### src/logic/inq_pkg.sv
////////////////////////////////////////
// inq_pkg
// sizes of the inbound return queue and
// the encodings of accepted requests
////////////////////////////////////////

package inq_pkg;

   ////////////////////////////////////////
   // queue geometry
   ////////////////////////////////////////

   // entry width in bits
   localparam int DATA_W = 108;
   // number of queue entries
   localparam int DEPTH  = 32;
   // entry address width
   localparam int ADR_W  = 5;
   // occupancy needs one bit more than the address to hold 32
   localparam int CNT_W  = 6;
   // interleaved word lanes, bit i belongs to lane i mod 4
   localparam int LANES  = 4;

   ////////////////////////////////////////
   // request kinds
   ////////////////////////////////////////

   // write taken in a cycle
   typedef enum logic [1:0] {
      WR_NONE = 2'd0,
      WR_PUSH = 2'd1,
      WR_UPD  = 2'd2
   } wr_op_e;

   // read taken in a cycle
   typedef enum logic [1:0] {
      RD_NONE = 2'd0,
      RD_POP  = 2'd1,
      RD_PEEK = 2'd2
   } rd_op_e;

endpackage

### src/logic/inq_rf_if.sv
////////////////////////////////////////
// inq_rf_if
// port signals of the queue register
// file, from controller to array
////////////////////////////////////////

`timescale 1ns/10ps

interface inq_rf_if;

   // write side
   logic [inq_pkg::DATA_W-1:0] din;
   logic [inq_pkg::ADR_W-1:0]  wr_adr;
   logic                       wr_en;
   logic [inq_pkg::LANES-1:0]  word_wen;

   // read side, two address sources
   logic [inq_pkg::ADR_W-1:0]  rd_adr1;
   logic [inq_pkg::ADR_W-1:0]  rd_adr2;
   logic                       sel_rdaddr1;
   logic                       read_en;

   modport ctl (
      output din, wr_adr, wr_en, word_wen,
      output rd_adr1, rd_adr2, sel_rdaddr1, read_en
   );

   modport rf (
      input din, wr_adr, wr_en, word_wen,
      input rd_adr1, rd_adr2, sel_rdaddr1, read_en
   );

endinterface

### src/logic/inq_ctl.sv
////////////////////////////////////////
// inq_ctl
// queue pointers and occupancy, request
// arbitration, register file address
// generation and read valid pipeline
////////////////////////////////////////

`timescale 1ns/10ps

module inq_ctl (
   input  logic                       rclk,
   input  logic                       reset_l,
   // producer side
   input  logic                       push,
   input  logic [inq_pkg::DATA_W-1:0] push_data,
   input  logic                       upd,
   input  logic [inq_pkg::ADR_W-1:0]  upd_idx,
   input  logic [inq_pkg::LANES-1:0]  upd_word_wen,
   input  logic [inq_pkg::DATA_W-1:0] upd_data,
   // consumer side
   input  logic                       pop,
   input  logic                       peek,
   input  logic [inq_pkg::ADR_W-1:0]  peek_idx,
   output logic                       rdata_vld,
   // status
   output logic                       full,
   output logic                       empty,
   output logic [inq_pkg::CNT_W-1:0]  count,
   // register file ports
   inq_rf_if.ctl                      rf
);

   inq_pkg::wr_op_e wr_op;
   inq_pkg::rd_op_e rd_op;

   logic [inq_pkg::ADR_W-1:0] head;
   logic [inq_pkg::ADR_W-1:0] tail;
   logic [inq_pkg::CNT_W-1:0] cnt;

   logic [inq_pkg::ADR_W-1:0] upd_adr;
   logic [inq_pkg::ADR_W-1:0] peek_adr;
   logic                      upd_ok;
   logic                      peek_ok;

   // read valid stages behind the registered read enable
   logic                      vld_p1;
   logic                      vld_p2;

   ////////////////////////////////////////
   // status and offsets
   ////////////////////////////////////////

   assign full  = (cnt == inq_pkg::CNT_W'(inq_pkg::DEPTH));
   assign empty = (cnt == '0);
   assign count = cnt;

   // offsets from the head wrap modulo 32 on their own
   assign upd_adr  = head + upd_idx;
   assign peek_adr = head + peek_idx;

   // offset must point inside the queued entries
   assign upd_ok  = ({1'b0, upd_idx} < cnt);
   assign peek_ok = ({1'b0, peek_idx} < cnt);

   ////////////////////////////////////////
   // arbitration
   ////////////////////////////////////////

   // a push strobe always shadows an update, even one that
   // is then dropped because the queue is full
   always_comb begin
      wr_op = inq_pkg::WR_NONE;
      if (push) begin
         if (!full) begin
            wr_op = inq_pkg::WR_PUSH;
         end
      end else if (upd && upd_ok) begin
         wr_op = inq_pkg::WR_UPD;
      end
   end

   // same for pop over peek
   always_comb begin
      rd_op = inq_pkg::RD_NONE;
      if (pop) begin
         if (!empty) begin
            rd_op = inq_pkg::RD_POP;
         end
      end else if (peek && peek_ok) begin
         rd_op = inq_pkg::RD_PEEK;
      end
   end

   ////////////////////////////////////////
   // pointers and occupancy
   ////////////////////////////////////////

   always_ff @(posedge rclk) begin
      if (reset_l) begin
         head <= '0;
         tail <= '0;
         cnt  <= '0;
      end else begin
         if (wr_op == inq_pkg::WR_PUSH) begin
            tail <= tail + 1'b1;
         end
         if (rd_op == inq_pkg::RD_POP) begin
            head <= head + 1'b1;
         end
         // push and pop together leave the count alone
         case ({wr_op == inq_pkg::WR_PUSH, rd_op == inq_pkg::RD_POP})
            2'b10:   cnt <= cnt + 1'b1;
            2'b01:   cnt <= cnt - 1'b1;
            default: cnt <= cnt;
         endcase
      end
   end

   ////////////////////////////////////////
   // register file request stage
   ////////////////////////////////////////

   // enables and the valid pipe
   always_ff @(posedge rclk) begin
      if (reset_l) begin
         rf.wr_en   <= 1'b0;
         rf.read_en <= 1'b0;
         vld_p1     <= 1'b0;
         vld_p2     <= 1'b0;
      end else begin
         rf.wr_en   <= (wr_op != inq_pkg::WR_NONE);
         rf.read_en <= (rd_op != inq_pkg::RD_NONE);
         vld_p1     <= rf.read_en;
         vld_p2     <= vld_p1;
      end
   end

   // addresses, lanes and data, only meaningful with an enable
   always_ff @(posedge rclk) begin
      rf.wr_adr      <= (wr_op == inq_pkg::WR_PUSH) ? tail : upd_adr;
      rf.word_wen    <= (wr_op == inq_pkg::WR_PUSH) ? '1 : upd_word_wen;
      rf.din         <= push ? push_data : upd_data;
      rf.rd_adr1     <= head;
      rf.rd_adr2     <= peek_adr;
      rf.sel_rdaddr1 <= (rd_op == inq_pkg::RD_POP);
   end

   // lines up with dout loading in the array
   assign rdata_vld = vld_p2;

endmodule

### src/flat_wrapper.sv
// flat-port wrapper written by rule: the top's interface ports become plain ports
module inq_ctl_flat 
  (rclk, reset_l, push, push_data, upd, upd_idx, upd_word_wen, upd_data, pop, peek, peek_idx, rdata_vld, full, empty, count, rf_din, rf_wr_adr, rf_wr_en, rf_word_wen, rf_rd_adr1, rf_rd_adr2, rf_sel_rdaddr1, rf_read_en);
  inq_rf_if rf_i ();
  input  logic rclk;
  input  logic reset_l;
  input  logic push;
  input  logic [inq_pkg::DATA_W-1:0] push_data;
  input  logic upd;
  input  logic [inq_pkg::ADR_W-1:0] upd_idx;
  input  logic [inq_pkg::LANES-1:0] upd_word_wen;
  input  logic [inq_pkg::DATA_W-1:0] upd_data;
  input  logic pop;
  input  logic peek;
  input  logic [inq_pkg::ADR_W-1:0] peek_idx;
  output logic rdata_vld;
  output logic full;
  output logic empty;
  output logic [inq_pkg::CNT_W-1:0] count;
  output wire logic [$bits(rf_i.din)-1:0] rf_din;
  output wire logic [$bits(rf_i.wr_adr)-1:0] rf_wr_adr;
  output wire logic [$bits(rf_i.wr_en)-1:0] rf_wr_en;
  output wire logic [$bits(rf_i.word_wen)-1:0] rf_word_wen;
  output wire logic [$bits(rf_i.rd_adr1)-1:0] rf_rd_adr1;
  output wire logic [$bits(rf_i.rd_adr2)-1:0] rf_rd_adr2;
  output wire logic [$bits(rf_i.sel_rdaddr1)-1:0] rf_sel_rdaddr1;
  output wire logic [$bits(rf_i.read_en)-1:0] rf_read_en;
  assign rf_din = rf_i.din;
  assign rf_wr_adr = rf_i.wr_adr;
  assign rf_wr_en = rf_i.wr_en;
  assign rf_word_wen = rf_i.word_wen;
  assign rf_rd_adr1 = rf_i.rd_adr1;
  assign rf_rd_adr2 = rf_i.rd_adr2;
  assign rf_sel_rdaddr1 = rf_i.sel_rdaddr1;
  assign rf_read_en = rf_i.read_en;
  inq_ctl u_core (.rclk(rclk), .reset_l(reset_l), .push(push), .push_data(push_data), .upd(upd), .upd_idx(upd_idx), .upd_word_wen(upd_word_wen), .upd_data(upd_data), .pop(pop), .peek(peek), .peek_idx(peek_idx), .rdata_vld(rdata_vld), .full(full), .empty(empty), .count(count), .rf(rf_i));
endmodule
### config.mk
export PLATFORM = sky130hd
export DESIGN_NAME = inq_ctl_flat
export DESIGN_NICKNAME = d
export VERILOG_FILES = /design/src/logic/inq_pkg.sv /design/src/logic/inq_rf_if.sv /design/src/logic/inq_ctl.sv /design/src/flat_wrapper.sv
export SDC_FILE = /design/constraint.sdc
export NUM_CORES = 1
export LEC_CHECK = 0
export BUFFER_PORTS_ARGS = -buffer_cell sky130_fd_sc_hd__buf_2
export CAP_MARGIN = 10
export CORE_ASPECT_RATIO = 2
export CORE_MARGIN = 4
export CORE_UTILIZATION = 25
export CTS_BUF_LIST = sky130_fd_sc_hd__clkbuf_8
export DETAILED_ROUTE_END_ITERATION = 10
export SLEW_MARGIN = 20
export SYNTH_ARGS = -nofsm -noshare
export SYNTH_HDL_FRONTEND = slang
export SYNTH_SLANG_ARGS = --single-unit
### constraint.sdc
create_clock -name rclk -period 2.9 [get_ports rclk]
set_clock_uncertainty 0.05 [all_clocks]
set_input_delay 0.435 -clock rclk [delete_from_list [all_inputs] [get_ports rclk]]
set_output_delay 0.435 -clock rclk [all_outputs]
set_load 0.02 [all_outputs]
==> results of run 1 <==
-- per-stage QoR --
stage,instances,cell area (um2)
floorplan,432,5510
global placement,1073,7730
detailed placement,1073,7730
CTS,1105,8220
global route,1105,8230
finish,1105,8230
-- cell usage in the layout, fill, tap and decap left out, drive strengths merged, types with 2 or more instances in the layout --
cell type | netlist | final
bufinv | 0 | 6
mux2i | 2 | 2
or3 | 5 | 5
clkbuf | 14 | 18
xnor2 | 9 | 9
nor2b | 6 | 6
mux2 | 112 | 112
a21o | 6 | 6
or2b | 3 | 3
a21oi | 17 | 17
nor3 | 3 | 3
dfxtp | 148 | 148
a31oi | 4 | 4
fa | 3 | 3
inv | 17 | 22
o221ai | 2 | 2
xor2 | 5 | 5
o21a | 4 | 4
nand2b | 3 | 3
o21ai | 4 | 4
clkinv | 0 | 2
buf | 4 | 386
ha | 23 | 23
nor2 | 15 | 15
nand2 | 4 | 4
nand4 | 6 | 6
o31ai | 2 | 2
a211o | 2 | 2
-- worst max-delay path, delay by kind of cell (launching register included) --
kind	cells	cell delay, ps
flip-flops	1	350
AO/OA/AOI/OAI	2	330
multiplexers	1	300
buffers and inverters	1	80
AND/OR/NAND/NOR	3	1240
adder cells (fa/ha/maj)	2	370
-- layout make-up --
class / count / area, um2
Clock inverter: 14 / 245
Sequential cell: 148 / 2970
Tap cell: 273 / 342
Multi-Input combinational cell: 249 / 2390
Fill cell: 2220 / 13300
Timing Repair Buffer: 386 / 1960
Inverter: 17 / 63.8
Clock buffer: 18 / 248
-- worst min path at each step --
stage	slack, ps	to
6_report	90	u_core.rf.word_wen[1]
5_1_grt	50	u_core.rf.word_wen[1]
4_1_cts	10	u_core.rf.word_wen[1]
3_5_place_dp	380	u_core.rdata_vld
3_3_place_gp	370	u_core.rdata_vld
2_1_floorplan	340	u_core.rf.rd_adr1[3]
-- cells by family after synthesis --
| group | after synthesis | synth area share (%) |
|---|---|---|
| adder cells (fa/ha/maj) | 26 | 6.38 |
| XOR/XNOR | 14 | 2.25 |
| multiplexers | 114 | 23.5 |
| AO/OA/AOI/OAI | 44 | 5.64 |
| AND/OR/NAND/NOR | 51 | 5.21 |
| flip-flops | 148 | 54.3 |
| buffers and inverters | 35 | 2.68 |
-- state kept, by name, summed over array words and instances, names as in the netlist --
| name | flops |
|---|---|
| u_core.rf.wr_adr | 5 |
| u_core.rf.rd_adr1 | 5 |
| u_core.head | 5 |
| u_core.tail | 5 |
| u_core.rf.wr_en | 1 |
| u_core.rdata_vld | 1 |
| u_core.rf.read_en | 1 |
| u_core.rf.din | 108 |
| u_core.vld_p1 | 1 |
| u_core.count | 6 |
| u_core.rf.rd_adr2 | 5 |
| u_core.rf.word_wen | 4 |
| u_core.rf.sel_rdaddr1 | 1 |
-- per-layer routing --
metal	vias up	share of wire, %	global-route usage, %
li1	2285	-	-
met1	2163	33	12.2
met2	235	57	26.0
met3	26	8.1	5.48
met4	0	2.6	6.34
met5	-	0	0
-- synth_stat cells, types with 2 or more instances --
library cell  number
dfxtp_1          148
a31oi_1            4
o31ai_4            2
inv_1             17
or3_1              5
a21o_1             6
xor2_1             5
o21a_1             4
fa_1               3
o221ai_1           2
nor2b_1            6
mux2i_1            2
a21oi_1           17
buf_6              2
nand4_1            6
clkbuf_1          14
a211o_1            2
nor2_1            15
buf_1              2
nand2b_1           3
mux2_2           112
o21ai_0            4
nand2_1            4
or2b_1             3
xnor2_1            9
nor3_1             3
ha_1              23
-- power by group --
| part | internal [uW] | switching [uW] |
|---|---|---|
| registers | 2290 | 109 |
| clock network | 1150 | 823 |
| logic | 877 | 1110 |
| total | 4310 | 2040 |
-- repair_timing --
action	CTS	global route
pin swaps	1	0
setup endpoints to repair	1	1
resized for setup	0	1
==> impl_metrics.tcl, run 1 <==
set metrics [dict create \
    synth_top_area_share_pct 54.3 \
    crit_path_end_kind "flip-flop" \
    vias 4709 \
    syn-instance-count 432 \
    drv_cap 0 \
    crit_slowest_cell "or4_4" \
    drt-vias-per-instance 4.26 \
    maxSlewHeadroom_pct 46.1 \
    cts_hold_buf 0 \
    synth_area_per_cell_um2 12.6 \
    ys_seq_area_share_pct 54.3 \
    num_rows 76 \
    fin_nets 1081 \
    synth_cell_types 36 \
    setup_viol 0 \
    drc 0 \
    die_w_um 112 \
    io_pins 375 \
    outcome "finished clean" \
    yosysTopAreaCell "dfxtp_1" \
    ys.flop_type "dfxtp_1" \
    r2r_end "u_core.count[5]" \
    die_h_um 217 \
    place.gp.congestion 0.808 \
    cts.sinks 148 \
    clk_latency_ps 470 \
    yosysWarnings 0 \
    drive_above_1_share_pct 65.3 \
    ir_drop_v 0.000519 \
    crit_start "u_core.count[3]" \
    reg2reg_slack_ps 70 \
    required_ps 3220 \
    r2r_start "u_core.count[3]" \
    synthToLayoutAreaGrowth_pct 50.8 \
    grt_max_degree 64 \
    p_total_uw 6350 \
    synth_nets 694 \
    antenna_found_initial 0 \
    synth_edf_count 0 \
    start_util_pct 25.4 \
    rsz0062_at_grt "no" \
    crit_path_max_incr_delay_ps 590 \
    die-area_mm2 0.0244 \
    cts_tree "done" \
    root_buffer "clkbuf_8" \
    post_cts_buffers 0 \
    path_cells "or4_4, o31ai_4, inv_2, ha_4, ha_4, or4b_4, a21oi_2, nand4b_1, mux2_4" \
    yosys-top-cells-area "dfxtp_1, mux2_2, ha_1" \
    cts_buffer_depth 2 \
    dp_hpwl_um 13900 \
    post-route-util_pct 38.3 \
    place.port_buffers 374 \
    synth-seq-cells 148 \
    path_common_cell "ha_4" \
    clk_pin_slew_worst_paths_ps 90 \
    cellLeakagePower_uw 0.00401 \
    syn_area_mm2 0.00545 \
    first_pass_iters 4 \
    min_path_type "in -> reg" \
    postRouteAntennaNets 0 \
    wl_per_cell_um 15.3 \
    cts.htree.levels 4 \
    async_reset_ff_share_pct 0 \
    cp_max_fo 8 \
    num_antenna_cells 0 \
    core_mm2 0.0215 \
    reg2reg_depth 9 \
    hold_ws_ps 87.2 \
    routed_wl_um 16900 \
    min-delay-start "upd_word_wen[1]" \
    fin_crit_sh_pct 97.7 \
    first_global_vias 4984 \
    powerDensity_mw_per_mm2 772 \
    drt_iter0_markers 85 \
    cts_inserted_buffers 17 \
    fmax_mhz 353 \
    min_period_ps 2830 \
    crit_type "reg -> reg" \
    maxSlewViolCount 0 \
    start_kind "flip-flop" \
    overflow 0 \
    grt.total_usage_pct 13.6 \
    grt_first_pass_wirelength_um 25400 \
    crit_end "u_core.count[5]" \
    finalHoldViolCount 0 \
    dp_slack_ps -9.63 \
    cp.arrival_ps 3150 \
    holdPathStages 2 \
    worst-slew-pin-transition_ps 809 \
    finalWorstSetupSlack_ps 67.3 \
    fin_tns_setup_ps 0 \
]
Note: power is estimated with default switching activity, not from simulation.
==> inputs of run 2 (changes only) <==
HOLD_SLACK_MARGIN = 0.12   (was not set)
==> impl_metrics.tcl, run 2 (same netlist as run 1, synthesis figures left out) <==
set metrics [dict create \
    clk_latency_ps 470 \
    overflow 0 \
    drc 0 \
    path_cells "or4_4, o31ai_4, inv_2, ha_4, ha_4, or4b_4, a21oi_2, nand4b_1, mux2_4" \
    finalHoldViolCount 0 \
    io_pins 375 \
    holdPathStages 2 \
    die-area_mm2 0.0244 \
    crit_start "u_core.count[3]" \
    first_global_vias 6181 \
    maxSlewHeadroom_pct 43.2 \
    cts_inserted_buffers 17 \
    first_pass_iters 4 \
    min-delay-start "push_data[106]" \
    layout_common_cells "buf_2, dlygate4sd3_1, dfxtp_1" \
    cts.sinks 148 \
    antenna_found_initial 0 \
    required_ps 3220 \
    cts_buffer_depth 2 \
    drt-vias-per-instance 4.26 \
    num_rows 76 \
    hold_end "u_core.rf.din[106]" \
    crit_path_max_incr_delay_ps 590 \
    wl_per_cell_um 15.5 \
    start_util_pct 25.4 \
    largest_register "u_core.rf.din" \
    drv_cap 0 \
    grt_max_degree 64 \
    cp.arrival_ps 3150 \
    dp_hpwl_um 13900 \
    vias 5644 \
    post-route-util_pct 48.5 \
    dp_slack_ps -9.63 \
    maxSlewViolCount 0 \
    final_common_cell "buf_2" \
    outcome "finished clean" \
    die_w_um 112 \
    place.port_buffers 374 \
    post_cts_buffers 0 \
    cts.htree.levels 4 \
    rsz0062_at_grt "no" \
    min_path_type "in -> reg" \
    r2r_start "u_core.count[3]" \
    fmax_mhz 353 \
    drt_iter0_markers 107 \
    setup_viol 0 \
    crit_type "reg -> reg" \
    crit_slowest_cell "or4_4" \
    clk_pin_slew_worst_paths_ps 90 \
    place.gp.congestion 0.808 \
    r2r_end "u_core.count[5]" \
    powerDensity_mw_per_mm2 639 \
    fin_crit_sh_pct 97.7 \
    postRouteAntennaNets 0 \
    path_common_cell "ha_4" \
    cp_max_fo 8 \
    reg2reg_depth 9 \
    grt_first_pass_wirelength_um 31300 \
    num_antenna_cells 0 \
    ir_drop_v 0.000514 \
    root_buffer "clkbuf_8" \
    min_period_ps 2830 \
    finalWorstSetupSlack_ps 66.8 \
    drive_above_1_share_pct 51.6 \
    reg2reg_slack_ps 70 \
    cts_tree "done" \
    grt.total_usage_pct 16.6 \
    hold_ws_ps 179 \
    fin_nets 1301 \
    routed_wl_um 20500 \
    synthToLayoutAreaGrowth_pct 91.2 \
    die_h_um 217 \
    largest_reg_flops 108 \
    worst-slew-pin-transition_ps 852 \
    crit_path_end_kind "flip-flop" \
    cellLeakagePower_uw 0.00493 \
    core_mm2 0.0215 \
    start_kind "flip-flop" \
]
==> run 2: cell types whose count changed in the layout (fill, tap and decap cells not counted) <==
| cell | change |
|---|---|
| dlygate4sd3_1 | +220 |
==> run 2: area by class of cell <==
type                    instances  area, um2
fillers                      1929      11100
repair buffers                606       4170
flip-flops and latches        148       2970
multi-input cells             249       2390
well taps                     273        342
clock buffers                  18        248
clock inverters                14        245
inverters                      17       63.8
==> run 2: stage by stage <==
stage / cells / total power [uW] / area [um2] / TNS, ps
2_1_floorplan: 432 / 3700 / 5510 / -49.2
3_3_place_gp: 1073 / 4420 / 7730 / 0
3_5_place_dp: 1073 / 4450 / 7730 / -9.63
4_1_cts: 1325 / 6740 / 10400 / 0
5_1_grt: 1325 / 7040 / 10400 / 0
6_report: 1325 / 6670 / 10400 / 0
==> run 2: where the power goes <==
part           internal, uW  switching, uW  total [uW]
logic                  1120           1170        2290
clock network          1150            828        1970
registers              2290            113        2400
==> run 2: timing repair <==
item,in CTS,in global routing
hold buffers,220,0
pin swaps,1,0
setup endpoints to repair,1,1
cloned,0,0
resized for setup,0,1
hold endpoints to repair,113,0
==> run 2: worst max-delay path by stage <==
| stage | end | cells past startpoint |
|---|---|---|
| CTS | u_core.count[5] | 9 |
| global placement | u_core.count[5] | 9 |
| global route | u_core.count[5] | 9 |
| finish | u_core.count[5] | 9 |
| floorplan | u_core.count[5] | 9 |
| detailed placement | u_core.count[5] | 9 |
==> run 2: metal layers <==
layer	global-route usage, %	vias to the layer above	part of all wire (%)
li1	-	2731	-
met1	15.3	2626	34
met2	32.2	251	57
met3	5.37	36	6.4
met4	7.22	0	2.7
met5	0	-	0
==> run 2: critical path: cells and delay by family, from the launching register on <==
kind | cells | cell delay [ps]
buffers and inverters | 1 | 80
AO/OA/AOI/OAI | 2 | 330
multiplexers | 1 | 300
adder cells (fa/ha/maj) | 2 | 370
flip-flops | 1 | 350
AND/OR/NAND/NOR | 3 | 1240
